## src/source/mem_decoder_pkg.sv

```systemverilog
`default_nettype none

package mem_decoder_pkg;

   //////////////////////////////
   // widths
   //////////////////////////////

   // request address and data word
   localparam int addr_w = 32;
   localparam int data_w = 32;
   // one strobe per byte lane
   localparam int strb_w = data_w / 8;
   // address bits below the word index
   localparam int byte_offset_w = 2;

   //////////////////////////////
   // region decode
   //////////////////////////////

   // 0x8000_0000 and up go to the kernel bank
   localparam int kernel_region_bit = 31;
   // 0x1_0000 window goes to the argument bank
   localparam int arg_region_bit = 16;

   // single-beat request, write or read
   typedef struct packed {
      logic                write;
      logic [addr_w-1:0]   addr;
      logic [data_w-1:0]   wdata;
      logic [strb_w-1:0]   strb;
   } mem_req_t;

   // old word content, also for writes
   typedef struct packed {
      logic [data_w-1:0]   rdata;
   } mem_rsp_t;

   typedef enum logic {
      bank_kernel,
      bank_arg
   } bank_sel_t;

endpackage

`default_nettype wire

```

## src/source/bank_select.sv

```systemverilog
`default_nettype none

module bank_select #(
   parameter int kernel_words = 256,
   parameter int arg_words    = 64
) (
   input  logic                                    clk,
   input  logic                                    reset,
   input  logic                                    access_en,
   input  mem_decoder_pkg::mem_req_t               held_req,
   output logic [mem_decoder_pkg::data_w-1:0]      rd_data,
   output logic                                    kernel_en,
   output logic                                    arg_en,
   output logic                                    bank_we,
   output logic [$clog2(kernel_words)-1:0]         kernel_offset,
   output logic [$clog2(arg_words)-1:0]            arg_offset,
   output logic [mem_decoder_pkg::data_w-1:0]      bank_wdata,
   output logic [mem_decoder_pkg::strb_w-1:0]      bank_strb,
   input  logic [mem_decoder_pkg::data_w-1:0]      kernel_rdata,
   input  logic [mem_decoder_pkg::data_w-1:0]      arg_rdata
);

   localparam int kernel_off_w = $clog2(kernel_words);
   localparam int arg_off_w    = $clog2(arg_words);

   mem_decoder_pkg::bank_sel_t sel;
   mem_decoder_pkg::bank_sel_t sel_q;

   //////////////////////////////
   // region decode
   //////////////////////////////

   // arg bank only for bit 16 with bit 31 clear
   // everything else lands in the kernel bank
   assign sel = (!held_req.addr[mem_decoder_pkg::kernel_region_bit] &&
                 held_req.addr[mem_decoder_pkg::arg_region_bit]) ?
                mem_decoder_pkg::bank_arg : mem_decoder_pkg::bank_kernel;

   // strobe reaches the chosen bank only
   assign kernel_en = access_en && (sel == mem_decoder_pkg::bank_kernel);
   assign arg_en    = access_en && (sel == mem_decoder_pkg::bank_arg);

   // word index, upper bits dropped so the bank wraps
   assign kernel_offset = held_req.addr[mem_decoder_pkg::byte_offset_w +: kernel_off_w];
   assign arg_offset    = held_req.addr[mem_decoder_pkg::byte_offset_w +: arg_off_w];

   // shared by both banks, enables keep them apart
   assign bank_we    = held_req.write;
   assign bank_wdata = held_req.wdata;
   assign bank_strb  = held_req.strb;

   //////////////////////////////
   // read return
   //////////////////////////////

   // remember the bank used on the access edge
   always_ff @(posedge clk) begin
      if (reset) begin
         sel_q <= mem_decoder_pkg::bank_kernel;
      end else if (access_en) begin
         sel_q <= sel;
      end
   end

   assign rd_data = (sel_q == mem_decoder_pkg::bank_arg) ? arg_rdata : kernel_rdata;

endmodule

`default_nettype wire

```

## config.mk

```make
export PLATFORM = sky130hd
export DESIGN_NAME = bank_select
export DESIGN_NICKNAME = d
export VERILOG_FILES = /design/src/source/mem_decoder_pkg.sv /design/src/source/bank_select.sv
export SDC_FILE = /design/constraint.sdc
export NUM_CORES = 1
export LEC_CHECK = 0
export BUFFER_PORTS_ARGS = -buffer_cell sky130_fd_sc_hd__buf_2
export CORE_AREA = 2 2 85 87
export DETAILED_ROUTE_END_ITERATION = 10
export DIE_AREA = 0 0 87 89
export GPL_ROUTABILITY_DRIVEN = 0
export GPL_TIMING_DRIVEN = 0
export PLACE_DENSITY = 0.59
export SETUP_SLACK_MARGIN = 0.1
export SYNTH_ARGS = -nofsm -noshare
export SYNTH_HDL_FRONTEND = slang
export SYNTH_SLANG_ARGS = --single-unit
```

## constraint.sdc

```tcl
create_clock -name clk -period 1.4 [get_ports clk]
set_input_delay 0 -clock clk [delete_from_list [all_inputs] [get_ports clk]]
set_output_delay 0 -clock clk [all_outputs]
set_load 0.05 [all_outputs]
```

==> flow_summary.toml <==
[logic_synthesis]
synth_warnings = 0
synth_seq_cells = 1
seq_area_frac_synth_pct = 2.036
synthTopCellsByArea = "mux2_4, buf_4, buf_12"
netlist_instances = 93
synth_top_cell_area_share_pct = 45.80
yosysTopAreaCell = "mux2_4"
synthesis.nets = 229
netlist_area_um2 = 983.4
synth_area_per_cell_um2 = 10.57
synth_cell_types = 11

[setup_path]
worst_setup_path_start_kind = "flop"
worst_setup_path_end_kind = "output port"
crit_chain = "buf_6 -> buf_12 -> mux2_4 -> buf_2"
critPathTopFamily = "buffers and inverters"
cp_slowest_cell = "dfxtp_1"
worst-path-max-fanout = 10
path_class = "reg -> out"
path_buf_inv = 3
cpPeakStageDelay_ns = 0.30
crit_arrival_ns = 1.12
required_ns = 1.40

[finish]
fin_util_pct = 27.52
largest_register_ffs = 1
reg_top3 = "sel_q x1"
final_common_cell = "buf_2"
area_growth_pct = 88.04
drive_above_1_share_pct = 97.97
most-common-layout-cells = "buf_2, buf_4, mux2_4"
diodes = 0
final_nets = 384
fin_cells = 326
top_register = "sel_q"

[clock_tree]
path_clk_slew_ns = 0
postCtsSetupBuffers = 0
cts_hold_buf = 0
cts-resized-gates = 0
worstSkewPairLatency_ns = 0

[global_routing]
grt_start_max_net_pins = 11
antenna_found_initial = 0
grt_usage_pct = 4.917
grt.overflow.total = 0
grt_pass1_vias = 850
grt_pass1_wl_mm = 3.263

[timing]
final-hold-violation-count = 0
fin_crit_sh_pct = 79.78
tightestPinTransition_ns = 0.2678
rsz0062_at_grt = "no"
relSlewSlack_pct = 82.27
maxSlewViolCount = 0
fin_setup_tns_ns = 0
setup_viol = 0
fmax_ghz = 0.8954
finalClockSkew_ns = 0
setup_slack_ns = 0.2831
timing.final.crit_period_ns = 1.117

[pwr]
p_leak_nw = 1.125
ir_drop_uv = 251.1
cellPowerDensity_nw_per_um2 = 559.1
pwr-share-comb_pct = 97.0
sw_frac_of_total_pct = 62.46
internal-power_mw = 0.3882
p_sw_mw = 0.6458
p_total_mw = 1.034
power_frac_seq_pct = 3.0
p_clk_share_pct = 0

[drt]
viasPerCell = 3.574
postRouteAntennaNets = 0
dr_total_vias = 1165
drc = 0
firstDrtPassIters = 2
routed_wl_mm = 2.933
wl_per_cell_um = 8.997
first_iter_violations = 8

[run_status]
status = "finished clean"

[placement]
placedCellCount = 326
port_buffers = 153
place_hpwl_mm = 2.815
pre_cts_ws_ns = 0.2686

[floorplanning]
core-area_um2 = 6719
fp.dieW_um = 87
boundaryPins = 221
start_util_pct = 14.64
die-area_um2 = 7743
die_h_um = 89
rows = 30

[run]
max_cap_viol_count = 0

[worst_hold_path]
hold_path_class = "in -> reg"
layout make-up:
cell class | instances | area, um2
repair buffers | 153 | 765.7
plain buffers | 55 | 454.2
well taps | 80 | 100.1
fillers | 727 | 4870
inverters | 1 | 3.754
flip-flops and latches | 1 | 20.02
multi-input cells | 36 | 505.5
metal layers:
layer  vias to the layer above  GRT usage [%]  wire (um)
li1                        565              -          -
met1                       475          4.879        866
met2                       125          11.10       1546
met3                         0         0.6464        521
met4                         0              0          0
met5                         -              0          0
synth_stat cells:
cell and number:
buf_6 1, buf_12 3, nor2b_1 1, mux2_4 30, dfxtp_1 1, and3b_1 1, buf_4 51, o21ba_2 1
inv_1 1, mux2_2 2, a21boi_0 1
power groups by stage:
stage / logic [mW] / registers, mW / clock network, mW
finish: 1.00 / 0.0306 / 0
global route: 1.05 / 0.0308 / 0
CTS: 1.01 / 0.0306 / 0
detailed placement: 1.01 / 0.0306 / 0
global placement: 1.01 / 0.0306 / 0
floorplan: 0.792 / 0.0306 / 0
stage by stage:
step	hold WS, ns	instance area (um2)
6_report	0.2617	1849
4_1_cts	0.2642	1849
3_3_place_gp	0.2609	1849
5_1_grt	0.2847	1849
2_1_floorplan	0.1671	983.4
3_5_place_dp	0.2642	1849
path summary, 6_finish.rpt:
check | startpoint | end | slack (ns) | depth (start not counted)
worst min-delay path | reset | sel_q$_SDFFE_PP0P_ | 0.26 | 2
worst min register to register | sel_q$_SDFFE_PP0P_ | sel_q$_SDFFE_PP0P_ | 0.75 | 3
worst max register to register | sel_q$_SDFFE_PP0P_ | sel_q$_SDFFE_PP0P_ | 0.55 | 3
worst max-delay path | sel_q$_SDFFE_PP0P_ | rd_data[28] | 0.28 | 4
cells by family after synthesis:
| family | count (synthesis) | share of synthesized area [%] |
|---|---|---|
| multiplexers | 32 | 48.09 |
| AO/OA/AOI/OAI | 2 | 1.781 |
| AND/OR/NAND/NOR | 2 | 1.527 |
| buffers and inverters | 56 | 46.56 |
| flip-flops | 1 | 2.036 |
Power figures use the tool's default switching activity.
