[config.mk]
export PLATFORM = sky130hd
export DESIGN_NAME = access_fsm
export DESIGN_NICKNAME = d
export VERILOG_FILES = /design/src/source/mem_decoder_pkg.sv /design/src/source/access_fsm.sv
export SDC_FILE = /design/constraint.sdc
export NUM_CORES = 1
export LEC_CHECK = 0
export BUFFER_PORTS_ARGS = -buffer_cell sky130_fd_sc_hd__buf_2
export CAP_MARGIN = 20
export CORE_MARGIN = 1.5
export CORE_UTILIZATION = 41
export DETAILED_ROUTE_END_ITERATION = 7
export GPL_TIMING_DRIVEN = 0
export PLACE_DENSITY = 0.9
export SLEW_MARGIN = 40
export SYNTH_ARGS = -nofsm -noshare
export SYNTH_HDL_FRONTEND = slang
export SYNTH_SLANG_ARGS = --single-unit
[constraint.sdc]
create_clock -name clk -period 5 [get_ports clk]
set_input_delay 0.5 -clock clk [delete_from_list [all_inputs] [get_ports clk]]
set_output_delay 0.5 -clock clk [all_outputs]
set_load 0.1 [all_outputs]
[src/source/mem_decoder_pkg.sv]
`default_nettype none

package mem_decoder_pkg;

   //////////////////////////////
   // widths
   //////////////////////////////

   // request address and data word
   localparam int addr_w = 32;
   localparam int data_w = 32;
   // one strobe per byte lane
   localparam int strb_w = data_w / 8;
   // address bits below the word index
   localparam int byte_offset_w = 2;

   //////////////////////////////
   // region decode
   //////////////////////////////

   // 0x8000_0000 and up go to the kernel bank
   localparam int kernel_region_bit = 31;
   // 0x1_0000 window goes to the argument bank
   localparam int arg_region_bit = 16;

   // single-beat request, write or read
   typedef struct packed {
      logic                write;
      logic [addr_w-1:0]   addr;
      logic [data_w-1:0]   wdata;
      logic [strb_w-1:0]   strb;
   } mem_req_t;

   // old word content, also for writes
   typedef struct packed {
      logic [data_w-1:0]   rdata;
   } mem_rsp_t;

   typedef enum logic {
      bank_kernel,
      bank_arg
   } bank_sel_t;

endpackage

`default_nettype wire

[src/source/access_fsm.sv]
`default_nettype none

module access_fsm (
   input  logic                                clk,
   input  logic                                reset,
   input  logic                                req_valid,
   output logic                                req_ready,
   input  mem_decoder_pkg::mem_req_t           req,
   output logic                                rsp_valid,
   input  logic                                rsp_ready,
   output mem_decoder_pkg::mem_rsp_t           rsp,
   output mem_decoder_pkg::mem_req_t           held_req,
   output logic                                access_en,
   input  logic [mem_decoder_pkg::data_w-1:0]  rd_data
);

   // access spans two cycles, strobe then read word
   typedef enum logic [1:0] {
      st_idle,
      st_access,
      st_respond
   } state_t;

   state_t state;
   state_t state_next;
   logic   accept;
   logic   rd_capture;

   //////////////////////////////
   // handshake flags
   //////////////////////////////

   // ready only while nothing is in flight
   assign req_ready = (state == st_idle);
   assign rsp_valid = (state == st_respond);
   assign accept = req_valid && req_ready;
   // second access cycle, bank word sits on rd_data
   assign rd_capture = (state == st_access) && !access_en;

   //////////////////////////////
   // next state
   //////////////////////////////

   always_comb begin
      state_next = state;
      case (state)
         st_idle: begin
            if (accept) begin
               state_next = st_access;
            end
         end
         st_access: begin
            if (rd_capture) begin
               state_next = st_respond;
            end
         end
         st_respond: begin
            // hold until the master takes the word
            if (rsp_ready) begin
               state_next = st_idle;
            end
         end
         default: begin
            state_next = st_idle;
         end
      endcase
   end

   always_ff @(posedge clk) begin
      if (reset) begin
         state     <= st_idle;
         access_en <= 1'b0;
      end else begin
         state     <= state_next;
         // one cycle strobe right after the accept edge
         access_en <= accept;
      end
   end

   // payload, loaded on accept and on response entry
   always_ff @(posedge clk) begin
      if (accept) begin
         held_req <= req;
      end
      if (rd_capture) begin
         rsp.rdata <= rd_data;
      end
   end

endmodule

`default_nettype wire

==> impl_metrics.ini <==
[outcome]
outcome = complete, no violations

[setup_path]
r2r_slack_ns = 2.93
end_kind = flip-flop
crit_type = reg -> reg
cp_common_cell = buf_4
cp.required_ns = 5.04
reg2reg_to = held_req[44]$_DFFE_PP_
arrival_ns = 2.12
max_stage_delay_ns = 0.60
cpMaxStageDelayCell = nor3b_4
worstRegToRegCells = 4
crit_path_cell_trace = nor3b_4, buf_4, buf_4, buf_4
path_max_fanout = 14
cp-start-kind = flip-flop
r2r-start = state[0]$_SDFFE_PP0P_

[sta]
fin_crit_ns = 2.075
drv_slew = 0
finalWorstSetupSlack_ns = 2.925
fin_setup_tns_ns = 0
max_slew_margin_pct = 56.27
finalSetupViolations = 0
fin_skew_ns = 0.01652
fmax_mhz = 482.0
tightest_slew_ns = 0.6552
rsz0062_at_grt = false
period_share_pct = 41.49
final-hold-violation-count = 0

[power]
p_seq_share_pct = 49.7
p_clk_share_pct = 25.7
p_total_uw = 2092
power_density_nw_per_um2 = 453.6
power_leakage_uw = 0.001971
p_int_uw = 1347
combPwrFrac_pct = 24.6
p_sw_uw = 744.7
p_sw_share_pct = 35.60
ir_drop_mv = 0.2148

[logic_synthesis]
synth_seq_area_share_pct = 97.40
synth_nets = 218
ys_ff_latch = 104
syn_inst = 113
synthesis.area_um2 = 3176
synth_cell_types = 11
postSynthAreaPerCell_um2 = 28.10
yosysWarnings = 0

[place]
dp_slack_ns = 2.718
dp_hpwl_mm = 5.892
routabilityCongestion = 0.7487
dpl.cell_count = 427
io_buffers = 208

[cells_and_area]
multi_input_area_um2 = 88.84
antennaDiodeCount = 0
final_cell_mix = buf_2 (208), edfxtp_1 (101), clkbuf_8 (10)
areaGrowthSynthToFinish_pct = 45.23
fillers = 549
fin_cells = 443
layout_commonest_cell = buf_2
regArea_um2 = 3093
layout-drive-gt1-share_pct = 68.02
nets = 444

[grt]
antenna_found_initial = 0
grt_max_degree = 19
grt_usage_pct = 18.10
first_global_vias = 2126
grt_pass1_wl_mm = 10.98
overflow = 0

[cts]
clock_path_buffers = 2
h-tree-depth = 3
cts_setup_buffers = 0
numCtsBuffers = 9
cts_tree = built
ctsResizeCount = 0
cts_hold_buf = 0
insertion_delay_ns = 0.35
root_buffer = clkbuf_8
clock_sinks = 104
path_clk_slew_ns = 0.11

[floorplan]
ioPinCount = 209
start_util_pct = 43.09
die_x_um = 91.01
die_area_um2 = 8282
num_rows = 31
die_height_um = 91.01
coreArea_um2 = 7370

[route]
vias_per_cell = 4.449
drt-total-wl_mm = 7.373
drc = 0
wl_per_cell_um = 16.64
num_vias = 1971
ant_nets = 0
drtIter0Drc = 71
first_pass_iters = 4

[run]
max-cap-violations = 0

[hold_path]
min_path_type = in -> reg
whs_endpoint = held_req[11]$_DFFE_PP_
min-delay-start = req[11]
holdPathStages = 1
[metal layers]
metal | up-vias | wire, µm | global-route usage [%]
met5 | - | 0 | 0
met4 | 0 | 129 | 6.901
met3 | 13 | 731 | 7.119
met2 | 123 | 3939 | 32.71
met1 | 930 | 2572 | 18.69
li1 | 905 | - | -
[critical path: cells and delay by family, from the launching register on]
family	cells	cell delay, ns
buffers and inverters	3	0.77
DFF	1	0.39
and+or+nand+nor	1	0.60
[how the worst max path moves through the flow]
| stage | from | end | depth (start not counted) |
|---|---|---|---|
| 2_1_floorplan | req_valid | held_req[0]$_DFFE_PP_ | 1 |
| 3_3_place_gp | req_valid | held_req[37]$_DFFE_PP_ | 2 |
| 3_5_place_dp | req_valid | held_req[33]$_DFFE_PP_ | 5 |
| 4_1_cts | state[0]$_SDFFE_PP0P_ | held_req[44]$_DFFE_PP_ | 4 |
| 5_1_grt | state[0]$_SDFFE_PP0P_ | held_req[44]$_DFFE_PP_ | 4 |
| 6_report | state[0]$_SDFFE_PP0P_ | held_req[44]$_DFFE_PP_ | 4 |
[state kept, by name (all words and copies together), names as in the netlist]
name and count:
held_req 69, rsp 32, state 2, access_en 1
[stage by stage]
stage / cell area, µm² / hold slack (ns) / utilization, %
global placement: 4340 / 0.5638 / 58.90
CTS: 4612 / 0.2975 / 62.58
finish: 4612 / 0.3114 / 62.58
detailed placement: 4399 / 0.6108 / 59.69
global route: 4612 / 0.2920 / 62.58
floorplan: 3176 / 0.5439 / -
[power groups by stage]
stage               clock network (µW)  registers [µW]  logic [µW]
floorplan                            0            1440        34.6
global placement                     0            1060         503
detailed placement                   0            1060         518
CTS                                549            1040         518
global route                       583            1040         528
finish                             538            1040         515
[cells in the mapped netlist (all sizes together)]
| library cell | n | share of area [%] |
|---|---|---|
| dfxtp | 3 | 1.9 |
| nor3 | 1 | 0.16 |
| nor2 | 1 | 0.12 |
| and2b | 1 | 0.28 |
| nor3b | 3 | 1.2 |
| mux2i | 1 | 0.32 |
| o21ba | 1 | 0.32 |
| edfxtp | 101 | 96 |
| nor2b | 1 | 0.20 |
[cell type report]
class,count,area share (%)
well taps,99,2.686
clock buffers,10,2.984
repair buffers,215,23.71
flip-flops and latches,104,67.06
clock inverters,6,1.628
multi-input cells,9,1.926
[cell families after synthesis]
kind of cell / Yosys count / synth area share [%]
multiplexers: 1 / 0.3152
flip-flops: 104 / 97.40
AND/OR/NAND/NOR: 7 / 1.970
AO/OA/AOI/OAI: 1 / 0.3152
Power figures use the tool's default switching activity.
